**src/ex_settings.svh**
```systemverilog
// Execute stage build constants
// Data width, register index width and the length of the divider loop
// shared by the package and the multi-cycle units

`ifndef EX_SETTINGS_SVH
`define EX_SETTINGS_SVH

// Integer data path width in bits
`define EX_XLEN 32

// Destination register index width
`define EX_REG_ADDR_W 5

// Restoring divider steps, one quotient bit per cycle
`define EX_DIV_CYCLES 32

`endif

```
**src/ex_pkg.sv**
```systemverilog
// Execute stage package
// Word and register index types plus the ALU, multiply and divide
// operator encodings used across the stage

`include "ex_settings.svh"

package ex_pkg;

  // Data word and register file index
  typedef logic [`EX_XLEN-1:0]       word_t;
  typedef logic [`EX_REG_ADDR_W-1:0] reg_addr_t;

  // Single-cycle ALU operators
  typedef enum logic [3:0] {
    ALU_ADD  = 4'h0,
    ALU_SUB  = 4'h1,
    ALU_AND  = 4'h2,
    ALU_OR   = 4'h3,
    ALU_XOR  = 4'h4,
    ALU_SLL  = 4'h5,
    ALU_SRL  = 4'h6,
    ALU_SRA  = 4'h7,
    ALU_SLT  = 4'h8,
    ALU_SLTU = 4'h9,
    ALU_EQ   = 4'ha,
    ALU_NE   = 4'hb
  } alu_op_e;

  // RV32M multiply, low word or one of three high word flavours
  typedef enum logic [1:0] {
    MUL_L   = 2'h0,
    MUL_H   = 2'h1,
    MUL_HSU = 2'h2,
    MUL_HU  = 2'h3
  } mul_op_e;

  // RV32M divide and remainder
  typedef enum logic [1:0] {
    DIV_S = 2'h0,
    DIV_U = 2'h1,
    REM_S = 2'h2,
    REM_U = 2'h3
  } div_op_e;

endpackage

```
**src/ex_muldiv_if.sv**
```systemverilog
// Multi-cycle unit handshake
// Connects the stage controller to one multiply or divide unit
// Controller starts, kills and acknowledges, the unit returns a held result

`timescale 1ns/1ps

interface ex_muldiv_if ();

  // Controller side
  logic          start;
  logic          kill;
  logic          ack;

  // Unit side, result stable while valid is high
  logic          valid;
  ex_pkg::word_t result;

  modport ctrl (
    output start, kill, ack,
    input  valid, result
  );

  modport unit (
    input  start, kill, ack,
    output valid, result
  );

endinterface

```
**src/ex_alu.sv**
```systemverilog
// Integer ALU
// Single-cycle add, subtract, logic, shift and set/compare operations
// Compare outcome doubles as the branch decision

`timescale 1ns/1ps

module ex_alu (
  input  ex_pkg::alu_op_e operator_i,
  input  ex_pkg::word_t   operand_a_i,
  input  ex_pkg::word_t   operand_b_i,
  output ex_pkg::word_t   result_o,
  output logic            cmp_result_o
);

  import ex_pkg::*;

  // Shift amount from the low bits of operand b
  logic [4:0] shamt;
  logic       lt_signed;
  logic       lt_unsigned;
  logic       equal;

  assign shamt       = operand_b_i[4:0];
  assign lt_signed   = $signed(operand_a_i) < $signed(operand_b_i);
  assign lt_unsigned = operand_a_i < operand_b_i;
  assign equal       = operand_a_i == operand_b_i;

  // Compare result, low for everything that is not a set/compare
  always_comb begin
    case (operator_i)
      ALU_SLT:  cmp_result_o = lt_signed;
      ALU_SLTU: cmp_result_o = lt_unsigned;
      ALU_EQ:   cmp_result_o = equal;
      ALU_NE:   cmp_result_o = !equal;
      default:  cmp_result_o = 1'b0;
    endcase
  end

  always_comb begin
    case (operator_i)
      ALU_ADD: result_o = operand_a_i + operand_b_i;
      ALU_SUB: result_o = operand_a_i - operand_b_i;
      ALU_AND: result_o = operand_a_i & operand_b_i;
      ALU_OR:  result_o = operand_a_i | operand_b_i;
      ALU_XOR: result_o = operand_a_i ^ operand_b_i;
      ALU_SLL: result_o = operand_a_i << shamt;
      ALU_SRL: result_o = operand_a_i >> shamt;
      // Arithmetic shift keeps the sign bit
      ALU_SRA: result_o = word_t'($signed(operand_a_i) >>> shamt);
      // Set and compare ops land in bit 0
      ALU_SLT, ALU_SLTU, ALU_EQ, ALU_NE: result_o = word_t'(cmp_result_o);
      default: result_o = '0;
    endcase
  end

endmodule

```
**src/ex_mult.sv**
```systemverilog
// Multiplier
// Forms the signed or unsigned 64-bit product of the RV32M multiply ops
// Result is registered on start and held until acknowledged or killed

`timescale 1ns/1ps
`include "ex_settings.svh"

module ex_mult (
  input  logic            clk,
  input  logic            rst_n,
  input  ex_pkg::mul_op_e operator_i,
  input  ex_pkg::word_t   op_a_i,
  input  ex_pkg::word_t   op_b_i,
  ex_muldiv_if.unit       bus
);

  import ex_pkg::*;

  logic                          sign_a;
  logic                          sign_b;
  logic signed [`EX_XLEN:0]      a_ext;
  logic signed [`EX_XLEN:0]      b_ext;
  logic signed [2*`EX_XLEN+1:0]  product;
  word_t                         result_d;
  word_t                         result_q;
  logic                          valid_q;
  logic                          start_mul;

  // Operand a is signed for MULH and MULHSU, operand b only for MULH
  assign sign_a = (operator_i == MUL_H) || (operator_i == MUL_HSU);
  assign sign_b = (operator_i == MUL_H);

  // One extra bit turns every flavour into a signed multiply
  assign a_ext   = $signed({sign_a & op_a_i[`EX_XLEN-1], op_a_i});
  assign b_ext   = $signed({sign_b & op_b_i[`EX_XLEN-1], op_b_i});
  assign product = a_ext * b_ext;

  assign result_d = (operator_i == MUL_L) ? product[`EX_XLEN-1:0]
                                          : product[2*`EX_XLEN-1:`EX_XLEN];

  // A held result blocks a new start
  assign start_mul = bus.start && !valid_q && !bus.kill;

  always_ff @(posedge clk or negedge rst_n) begin
    if (!rst_n) begin
      valid_q <= 1'b0;
    end else if (bus.kill || bus.ack) begin
      valid_q <= 1'b0;
    end else if (start_mul) begin
      valid_q <= 1'b1;
    end
  end

  always_ff @(posedge clk) begin
    if (start_mul) begin
      result_q <= result_d;
    end
  end

  assign bus.valid  = valid_q;
  assign bus.result = result_q;

endmodule

```
**src/ex_div.sv**
```systemverilog
// Iterative divider
// Restoring shift-subtract loop on operand magnitudes, one bit per cycle
// Sign correction afterwards, divide by zero and overflow follow RV32M

`timescale 1ns/1ps
`include "ex_settings.svh"

module ex_div (
  input  logic            clk,
  input  logic            rst_n,
  input  ex_pkg::div_op_e operator_i,
  input  ex_pkg::word_t   op_a_i,
  input  ex_pkg::word_t   op_b_i,
  ex_muldiv_if.unit       bus
);

  import ex_pkg::*;

  localparam int unsigned cnt_w = $clog2(`EX_DIV_CYCLES);

  logic                 is_signed;
  logic                 a_neg;
  logic                 b_neg;
  word_t                mag_a;
  word_t                mag_b;
  logic                 start_div;
  logic                 busy_q;
  logic                 valid_q;
  logic [cnt_w-1:0]     cnt_q;
  // Loop state, quotient shares its register with the dividend
  word_t                quo_q;
  word_t                rem_q;
  word_t                dvs_q;
  logic                 neg_quo_q;
  logic                 neg_rem_q;
  logic                 is_rem_q;
  logic [`EX_XLEN:0]    shl;
  word_t                diff;
  logic                 fits;

  assign is_signed = (operator_i == DIV_S) || (operator_i == REM_S);
  assign a_neg     = is_signed && op_a_i[`EX_XLEN-1];
  assign b_neg     = is_signed && op_b_i[`EX_XLEN-1];
  assign mag_a     = a_neg ? -op_a_i : op_a_i;
  assign mag_b     = b_neg ? -op_b_i : op_b_i;

  assign start_div = bus.start && !busy_q && !valid_q && !bus.kill;

  // Next dividend bit enters the partial remainder
  assign shl  = {rem_q, quo_q[`EX_XLEN-1]};
  assign fits = shl >= {1'b0, dvs_q};
  // Low word is exact whenever the subtraction is kept
  assign diff = shl[`EX_XLEN-1:0] - dvs_q;

  always_ff @(posedge clk or negedge rst_n) begin
    if (!rst_n) begin
      busy_q  <= 1'b0;
      valid_q <= 1'b0;
      cnt_q   <= '0;
    end else if (bus.kill) begin
      busy_q  <= 1'b0;
      valid_q <= 1'b0;
    end else if (busy_q) begin
      cnt_q <= cnt_q + 1'b1;
      if (cnt_q == cnt_w'(`EX_DIV_CYCLES - 1)) begin
        busy_q  <= 1'b0;
        valid_q <= 1'b1;
      end
    end else if (valid_q) begin
      if (bus.ack) begin
        valid_q <= 1'b0;
      end
    end else if (start_div) begin
      busy_q <= 1'b1;
      cnt_q  <= '0;
    end
  end

  always_ff @(posedge clk) begin
    if (start_div) begin
      quo_q     <= mag_a;
      rem_q     <= '0;
      dvs_q     <= mag_b;
      // Divide by zero keeps the all-ones quotient unsigned
      neg_quo_q <= (a_neg ^ b_neg) && (op_b_i != '0);
      // Remainder takes the sign of the dividend
      neg_rem_q <= a_neg;
      is_rem_q  <= (operator_i == REM_S) || (operator_i == REM_U);
    end else if (busy_q) begin
      quo_q <= {quo_q[`EX_XLEN-2:0], fits};
      rem_q <= fits ? diff : shl[`EX_XLEN-1:0];
    end
  end

  // Most negative by minus one wraps back onto the dividend here
  assign bus.result = is_rem_q ? (neg_rem_q ? -rem_q : rem_q)
                               : (neg_quo_q ? -quo_q : quo_q);
  assign bus.valid  = valid_q;

endmodule

```
**src/ex_wb_pipe.sv**
```systemverilog
// Execute stage controller and EX/WB pipeline register
// Starts, kills and acknowledges the multi-cycle units, forms stage ready,
// selects the write data and advances the WB entry under wb_ready_i

`timescale 1ns/1ps

module ex_wb_pipe (
  input  logic              clk,
  input  logic              rst_n,
  input  logic              instr_valid_i,
  input  logic              kill_i,
  input  logic              alu_en_i,
  input  logic              mul_en_i,
  input  logic              div_en_i,
  input  logic              rf_we_i,
  input  ex_pkg::reg_addr_t rf_waddr_i,
  input  ex_pkg::word_t     alu_result_i,
  ex_muldiv_if.ctrl         mul_bus,
  ex_muldiv_if.ctrl         div_bus,
  input  logic              wb_ready_i,
  output logic              ex_ready_o,
  output logic              wb_valid_o,
  output logic              wb_rf_we_o,
  output ex_pkg::reg_addr_t wb_rf_waddr_o,
  output ex_pkg::word_t     wb_rf_wdata_o
);

  import ex_pkg::*;

  logic      unit_valid;
  logic      ex_valid;
  logic      capture;
  word_t     wdata_sel;
  logic      wb_valid_q;
  logic      wb_rf_we_q;
  reg_addr_t wb_rf_waddr_q;
  word_t     wb_rf_wdata_q;

  ////////////////////////////////////////////////////////////////////////////
  // Unit control
  ////////////////////////////////////////////////////////////////////////////

  // Start held for the whole life of an unkilled instruction in EX
  assign mul_bus.start = instr_valid_i && mul_en_i && !kill_i;
  assign div_bus.start = instr_valid_i && div_en_i && !kill_i;
  assign mul_bus.kill  = kill_i;
  assign div_bus.kill  = kill_i;

  // ALU is always done, multi-cycle units once their result shows up
  assign unit_valid = alu_en_i
                   || (mul_en_i && mul_bus.valid)
                   || (div_en_i && div_bus.valid);
  assign ex_valid   = instr_valid_i && !kill_i && unit_valid;
  assign capture    = ex_valid && wb_ready_i;

  assign mul_bus.ack = capture && mul_en_i;
  assign div_bus.ack = capture && div_en_i;

  // Killed instruction leaves at once, otherwise wait for WB
  assign ex_ready_o = kill_i || (wb_ready_i && (!instr_valid_i || unit_valid));

  ////////////////////////////////////////////////////////////////////////////
  // Result select and EX/WB register
  ////////////////////////////////////////////////////////////////////////////

  always_comb begin
    unique case (1'b1)
      mul_en_i: wdata_sel = mul_bus.result;
      div_en_i: wdata_sel = div_bus.result;
      default:  wdata_sel = alu_result_i;
    endcase
  end

  always_ff @(posedge clk or negedge rst_n) begin
    if (!rst_n) begin
      wb_valid_q <= 1'b0;
      wb_rf_we_q <= 1'b0;
    end else if (capture) begin
      wb_valid_q <= 1'b1;
      wb_rf_we_q <= rf_we_i;
    end else if (wb_ready_i) begin
      // Nothing ready, push a bubble
      wb_valid_q <= 1'b0;
      wb_rf_we_q <= 1'b0;
    end
  end

  always_ff @(posedge clk) begin
    if (capture) begin
      wb_rf_waddr_q <= rf_waddr_i;
      wb_rf_wdata_q <= wdata_sel;
    end
  end

  assign wb_valid_o    = wb_valid_q;
  assign wb_rf_we_o    = wb_rf_we_q;
  assign wb_rf_waddr_o = wb_rf_waddr_q;
  assign wb_rf_wdata_o = wb_rf_wdata_q;

endmodule

```
**src/ex_stage.sv**
```systemverilog
// Execute stage top level
// ALU, multiplier and divider behind one controller with an EX/WB register
// Valid/ready toward write-back and a kill input from the pipeline control

`timescale 1ns/1ps

module ex_stage (
  input  logic              clk,
  input  logic              rst_n,
  input  logic              instr_valid_i,
  input  logic              kill_i,
  // One-hot unit select while valid
  input  logic              alu_en_i,
  input  logic              mul_en_i,
  input  logic              div_en_i,
  input  ex_pkg::alu_op_e   alu_operator_i,
  input  ex_pkg::mul_op_e   mul_operator_i,
  input  ex_pkg::div_op_e   div_operator_i,
  input  ex_pkg::word_t     operand_a_i,
  input  ex_pkg::word_t     operand_b_i,
  input  logic              rf_we_i,
  input  ex_pkg::reg_addr_t rf_waddr_i,
  input  logic              wb_ready_i,
  output logic              ex_ready_o,
  output logic              branch_decision_o,
  output logic              wb_valid_o,
  output logic              wb_rf_we_o,
  output ex_pkg::reg_addr_t wb_rf_waddr_o,
  output ex_pkg::word_t     wb_rf_wdata_o
);

  import ex_pkg::*;

  word_t alu_result;

  // One handshake bundle per multi-cycle unit
  ex_muldiv_if mul_bus ();
  ex_muldiv_if div_bus ();

  ////////////////////////////////////////////////////////////////////////////
  // Functional units
  ////////////////////////////////////////////////////////////////////////////

  ex_alu i_alu (
    .operator_i   (alu_operator_i),
    .operand_a_i  (operand_a_i),
    .operand_b_i  (operand_b_i),
    .result_o     (alu_result),
    .cmp_result_o (branch_decision_o)
  );

  ex_mult i_mult (
    .clk        (clk),
    .rst_n      (rst_n),
    .operator_i (mul_operator_i),
    .op_a_i     (operand_a_i),
    .op_b_i     (operand_b_i),
    .bus        (mul_bus.unit)
  );

  ex_div i_div (
    .clk        (clk),
    .rst_n      (rst_n),
    .operator_i (div_operator_i),
    .op_a_i     (operand_a_i),
    .op_b_i     (operand_b_i),
    .bus        (div_bus.unit)
  );

  // Stage control and EX/WB register
  ex_wb_pipe i_wb_pipe (
    .clk           (clk),
    .rst_n         (rst_n),
    .instr_valid_i (instr_valid_i),
    .kill_i        (kill_i),
    .alu_en_i      (alu_en_i),
    .mul_en_i      (mul_en_i),
    .div_en_i      (div_en_i),
    .rf_we_i       (rf_we_i),
    .rf_waddr_i    (rf_waddr_i),
    .alu_result_i  (alu_result),
    .mul_bus       (mul_bus.ctrl),
    .div_bus       (div_bus.ctrl),
    .wb_ready_i    (wb_ready_i),
    .ex_ready_o    (ex_ready_o),
    .wb_valid_o    (wb_valid_o),
    .wb_rf_we_o    (wb_rf_we_o),
    .wb_rf_waddr_o (wb_rf_waddr_o),
    .wb_rf_wdata_o (wb_rf_wdata_o)
  );

endmodule

```
**config.mk**
```make
export PLATFORM = sky130hd
export DESIGN_NAME = ex_stage
export DESIGN_NICKNAME = d
export VERILOG_FILES = /design/src/ex_pkg.sv /design/src/ex_muldiv_if.sv /design/src/ex_alu.sv /design/src/ex_mult.sv /design/src/ex_div.sv /design/src/ex_wb_pipe.sv /design/src/ex_stage.sv
export VERILOG_INCLUDE_DIRS = /design/src
export SDC_FILE = /design/constraint.sdc
export NUM_CORES = 2
export LEC_CHECK = 0
export BUFFER_PORTS_ARGS = -buffer_cell sky130_fd_sc_hd__buf_2
export CAP_MARGIN = 20
export CORE_MARGIN = 10
export CORE_UTILIZATION = 55
export CTS_BUF_LIST = sky130_fd_sc_hd__clkbuf_8
export CTS_CLUSTER_SIZE = 16
export DETAILED_ROUTE_END_ITERATION = 8
export GPL_TIMING_DRIVEN = 1
export PLACE_DENSITY = 0.83
export SYNTH_ARGS = -nofsm -noshare
export SYNTH_HDL_FRONTEND = slang
export SYNTH_SLANG_ARGS = --single-unit
```
**constraint.sdc**
```tcl
create_clock -name clk -period 16.1 [get_ports clk]
set_input_delay 4.025 -clock clk [delete_from_list [all_inputs] [get_ports clk]]
set_output_delay 4.025 -clock clk [all_outputs]
set_load 0.02 [all_outputs]
```
# Yosys cells after proc, flatten, opt, wreduce, memory -nomap -nowiden
# Index checks and enable logic that the tools add are counted.
[totals]
regBits = 178
out_inout_bits = 41
inputBits = 86
[op_classes]
shift = 3
eq_ne = 19
addsub = 8
n_mul = 1
mux = 30
n_reduce_logical = 43
order_cmp = 3
bitwise = 7
[op_table]
columns = ["operator", "count"]
rows = [
  ["$mux W32", 9],
  ["$pmux W32 S9", 1],
  ["$neg A32 Y32", 4],
  ["$lt A32 B32 Y1", 2],
  ["$mul A33 B33 Y64", 1],
  ["$pmux W32 S2", 1],
  ["$sub A32 B32 Y32", 2],
  ["$ge A33 B32 Y1", 1],
  ["$add A32 B32 Y32", 1],
  ["$and A32 B32 Y32", 1],
  ["$eq A32 B32 Y1", 1],
  ["$or A32 B32 Y32", 1],
  ["$reduce_bool A32 Y1", 1],
  ["$shl A32 B5 Y32", 1],
  ["$shr A32 B5 Y32", 1],
  ["$sshr A32 B5 Y32", 1],
  ["$xor A32 B32 Y32", 1],
  ["$logic_and A1 B1 Y1", 20],
  ["$eq A4 B3 Y1 const B", 4],
  ["$eq A4 B4 Y1 const B", 4],
  ["$mux W1", 15],
  ["$mux W5", 3],
  ["$eq A4 B2 Y1 const B", 2],
  ["$logic_or A1 B1 Y1", 8],
  ["other kinds (17)", 28],
]

# Longest topological paths before layout
[logic_depth]
ltp_word = 10
ltp_mapped = 34
ltp_nobuf = 30

# Modules after synthesis
# A second synthesis with hierarchy kept.
[unflattened]
cells_unflattened = 6823
area_unflattened_um2 = 58904.0
[modules_own_cells]
columns = ["mod", "area_per_inst_um2", "seq_area_each_um2", "instances", "cells_each"]
rows = [
  ["ex_mult", 39557.9, 985.9, 1, 4393],
  ["ex_alu", 8769.7, 0.0, 1, 1249],
  ["ex_div", 8647.0, 2827.7, 1, 1049],
  ["ex_wb_pipe", 1929.4, 1161.1, 1, 132],
]

# Worst setup path after synthesis
# No wires, ideal clock.
[synth_path]
path_type = "input to register"
from = "in operand_b_i[1]"
to = "reg i_mult.result_q[30] (netlist: i_mult.bus.result[30]), data pin"
setup_time_ps = 267
path_buffers = 7
slack_ps = 3491
arrival_ps = 12342
path_stages = 32
cell_sequence = "buf_4 -> buf_4 -> buf_2 -> buf_2 -> buf_2 -> buf_1 -> nand3_1 -> inv_1 -> fa_1 -> fa_1 -> fa_1 -> inv_1 -> fa_1 -> inv_1 -> fa_1 -> fa_1 -> inv_1 -> fa_1 -> fa_1 -> inv_1 -> ha_1 -> clkbuf_1 -> a21o_1 -> a21o_1 -> a221oi_1 -> o211ai_1 -> and3_1 -> a211oi_2 -> o21ai_1 -> a311oi_1 -> xor2_1 -> o21ai_0"
[synth_between]
elab_chain_cells = 2
[synth_rtl]
columns = ["item", "line_no", "text"]
rows = [
  ["from (decl)", "ex_stage.sv:20", "input ex_pkg::word_t operand_b_i,"],
  ["$mul A33 B33 Y64", "ex_mult.sv:36", "assign product = a_ext * b_ext;"],
  ["$mux W32", "ex_mult.sv:38", "assign result_d = (operator_i == MUL_L) ? product[`EX_XLEN-1:0]"],
  ["named net i_mult.result_d[30]", "ex_mult.sv:24", "word_t result_d;"],
  ["to (signal assigned)", "ex_mult.sv:56", "result_q <= result_d;"],
  ["to (decl)", "ex_mult.sv:25", "word_t result_q;"],
]
# The timed path passes the listed nets, and every way through them passes these cells.
# A chain may end at the register's enable or synchronous reset.

# Final worst setup path
[layout_path]
from = "in operand_a_i[9]"
to = "out branch_decision_o"
[layout_between]
elab_chain_cells = 3
elab_cells_between_ends = 5
cone_classes = "order compare: 2; eq/ne: 1; mux: 1; reduce/logical: 1"
[layout_rtl]
columns = ["item", "line_no", "text"]
rows = [
  ["from (decl)", "ex_stage.sv:19", "input ex_pkg::word_t operand_a_i,"],
  ["parallel branches: the longest is 2 deep, another holds $lt A32 B32 Y1", "--", ""],
  ["$pmux W1 S4 (*)", "ex_alu.sv:30", "case (operator_i)"],
  ["to (decl)", "ex_stage.sv:25", "output logic branch_decision_o,"],
]
# Mark *: on every way between the ends.

==> results.sh <==
export IMPL_ant_nets=0
export IMPL_vias=50604
export IMPL_min_delay_path_depth=1
export IMPL_initial_utilization_pct=55.7
export IMPL_cts_tree="yes"
export IMPL_syn_to_final_growth_pct=3.89
export IMPL_critPathMaxStageDelay_ns=0.70
export IMPL_cts_setup_buffers=0
export IMPL_fillers=8993
export IMPL_grt_overflow=0
export IMPL_synth_top_cell_by_area="fa_1"
export IMPL_antenna_found_initial=14
export IMPL_violations="DRC"
export IMPL_syn_avg_cell_area_um2=8.51
export IMPL_row_count=117
export IMPL_die_area_um2=117000
export IMPL_worstSetupStartpointType="primary input"
export IMPL_synth_area_top_cells="fa_1, inv_1, ha_1, edfxtp_1, nand2_1"
export IMPL_layout_drive_gt1_share_pct=6.11
export IMPL_cts_root_buf="clkbuf_8"
export IMPL_synth_ff_type="edfxtp_1"
export IMPL_cp_required_ns=12.07
export IMPL_post_drt_wl_per_cell_um=28.3
export IMPL_max_slew_margin_rel_pct=19.4
export IMPL_clock_latency_ns=0.52
export IMPL_tns_ns=0
export IMPL_cap_violations=0
export IMPL_routabilityCongestion=1.10
export IMPL_min_path_type="flip-flop to flip-flop"
export IMPL_hpwl_mm=178
export IMPL_end_kind="primary output"
export IMPL_worstPathCellList="buf_2 > buf_4 > inv_1 > ha_1 > or4_1 > a211o_1 > a31oi_1 > a21boi_1 > o21ai_0 > or2_2 > a2111oi_0 > o21ai_0 > inv_1 > buf_2"
export IMPL_final_common_cell="inv_1"
export IMPL_arrival_ns=9.28
export IMPL_crit_type="primary input to primary output"
export IMPL_min_to="i_wb_pipe.wb_valid_o$_DFFE_PN0P_"
export IMPL_drt_wl_total_mm=225
export IMPL_status="finished, violations left"
export IMPL_layout_min_cycle_time_ns=13.31
export IMPL_die_h_um=342
export IMPL_grt_total_usage_pct=38.4
export IMPL_syn_area_um2=57000
export IMPL_path_clk_slew_ns=0.09
export IMPL_ys_seq_area_share_pct=8.73
export IMPL_netlist_area_leader_share_pct=39.6
export IMPL_first_iter_violations=6540
export IMPL_synthCells=6692
export IMPL_final_cell_mix="inv_1, fa_1, nand2_1"
export IMPL_finalSetupViolations=0
export IMPL_cp_max_fo=31
export IMPL_utilization_pct=57.8
export IMPL_synth_edf_count=136
export IMPL_rsz0062_at_grt="no"
export IMPL_r2r_start="i_div.quo_q[31]$_DFFE_PP_"
export IMPL_worstMarginPinSlew_ns=1.21
export IMPL_die_x_um=342
export IMPL_drc=1
export IMPL_nets=8125
export IMPL_syn_nets=8255
export IMPL_viasPerCell=6.36
export IMPL_cts_resized=0
export IMPL_dr_pass1_iters=9
export IMPL_ys_types=96
export IMPL_clock_skew_ns=0.0331
export IMPL_grt_pass1_wl_mm=334
export IMPL_core_um2=102000
export IMPL_pin_count=127
export IMPL_r2r_end="i_div.rem_q[29]$_SDFFE_PP0P_"
export IMPL_drv_slew=0
export IMPL_clock_sinks=178
export IMPL_grt_pass1_vias=51875
export IMPL_cts_hold_buf=0
export IMPL_grt_max_degree=70
export IMPL_clock_path_buffers=2
export IMPL_htreeDepth=4
export IMPL_hold_viol_final=0
export IMPL_period_share_pct=82.7
export IMPL_rr_worst_depth=12
export IMPL_ys_ff_latch=178
export IMPL_async_flop_share_pct=5.62
export IMPL_numCtsBuffers=17
export IMPL_r2r_slack_ns=12.30
export IMPL_port_buffers=126
export IMPL_min_from="i_wb_pipe.wb_valid_o$_DFFE_PN0P_"
export IMPL_fmax_mhz=75.1
export IMPL_yosys_warnings=0
export IMPL_critPathSlowestCell="or4_1"
per-stage QoR:
step / setup WS (ns) / std cells / cell area, um^2 / hold WS [ns]
4_1_cts: 3.22 / 7943 / 59100 / 0.487
6_report: 2.79 / 7957 / 59200 / 0.485
3_3_place_gp: 2.85 / 7909 / 58700 / 0.457
3_5_place_dp: 2.84 / 7911 / 58800 / 0.466
2_1_floorplan: 3.49 / 6692 / 57000 / 0.477
5_1_grt: 2.93 / 7944 / 59100 / 0.494
cell usage after synthesis, drive strengths merged (39+ instances only):
master / number
o21ai: 291
clkbuf: 305
mux4: 41
buf: 104
a21o: 58
o211ai: 40
a22oi: 44
nor3: 60
nand2: 1079
xor2: 62
ha: 349
nand3: 49
inv: 1325
edfxtp: 136
xnor2: 177
a21oi: 249
fa: 1128
and3: 41
mux2i: 62
nor2: 482
o31ai: 39
final cells by class:
| class | count | area, um^2 | area share [%] |
|---|---|---|---|
| diodes | 14 | 35.0 | 0.0592 |
| clock buffers | 17 | 234 | 0.395 |
| clock inverters | 15 | 125 | 0.211 |
| inverters | 1353 | 5080 | 8.58 |
| multi-input cells | 4752 | 45300 | 76.6 |
| flip-flops and latches | 178 | 4970 | 8.41 |
| well taps | 1368 | 1710 | 2.89 |
| repair buffers | 260 | 1660 | 2.81 |
cells by family (layout without fill, tap and decap cells):
family                     count (synthesis)  in the layout  synth area share [%]
and+or+nand+nor                         1891           1891                  13.9
other                                      0             14                     0
muxes                                    116            116                  2.97
xor gates and xnor gates                 239            239                  3.68
AOI/OAI and AO/OA                       1029           1029                  11.7
buffers and inverters                   1762           1645                  11.7
adders and majority gates               1477           1477                  47.3
DFF                                      178            178                  8.73
layer usage:
metal	global-route usage [%]	wire (um)	vias to the layer above
met3	11.8	31800	1002
li1	-	-	20700
met1	48.7	80100	24926
met4	24.5	18100	16
met5	0	113	-
met2	56.7	94900	3960
critical path, delay by kind of cell:
family                     cells  cell delay, ns
AOI/OAI and AO/OA              6            2.29
adders and majority gates      1            0.60
buffers and inverters          5            1.41
and+or+nand+nor                2            0.93
registers in the layout, summed over array words and instances, names as in the netlist, 5 cells and up:
signal / flops
i_div.dvs_q: 32
i_wb_pipe.wb_rf_waddr_o: 5
i_div.quo_q: 32
i_mult.bus.result: 32
i_div.cnt_q: 5
i_div.rem_q: 32
i_wb_pipe.wb_rf_wdata_o: 32
worst max path at each step:
stage	startpoint	end	slack, ns	cells after the start
2_1_floorplan	operand_b_i[1]	i_mult.bus.result[30]$_DFFE_PP_	3.49	32
3_3_place_gp	mul_operator_i[0]	i_mult.bus.result[30]$_DFFE_PP_	2.85	31
3_5_place_dp	mul_operator_i[0]	i_mult.bus.result[30]$_DFFE_PP_	2.84	31
4_1_cts	operand_a_i[9]	branch_decision_o	3.22	14
5_1_grt	mul_operator_i[0]	i_mult.bus.result[30]$_DFFE_PP_	2.93	31
6_report	operand_a_i[9]	branch_decision_o	2.79	14
Power is not shown: default switching activity piles up to over one toggle a cycle in this logic, so the estimate is an artifact.
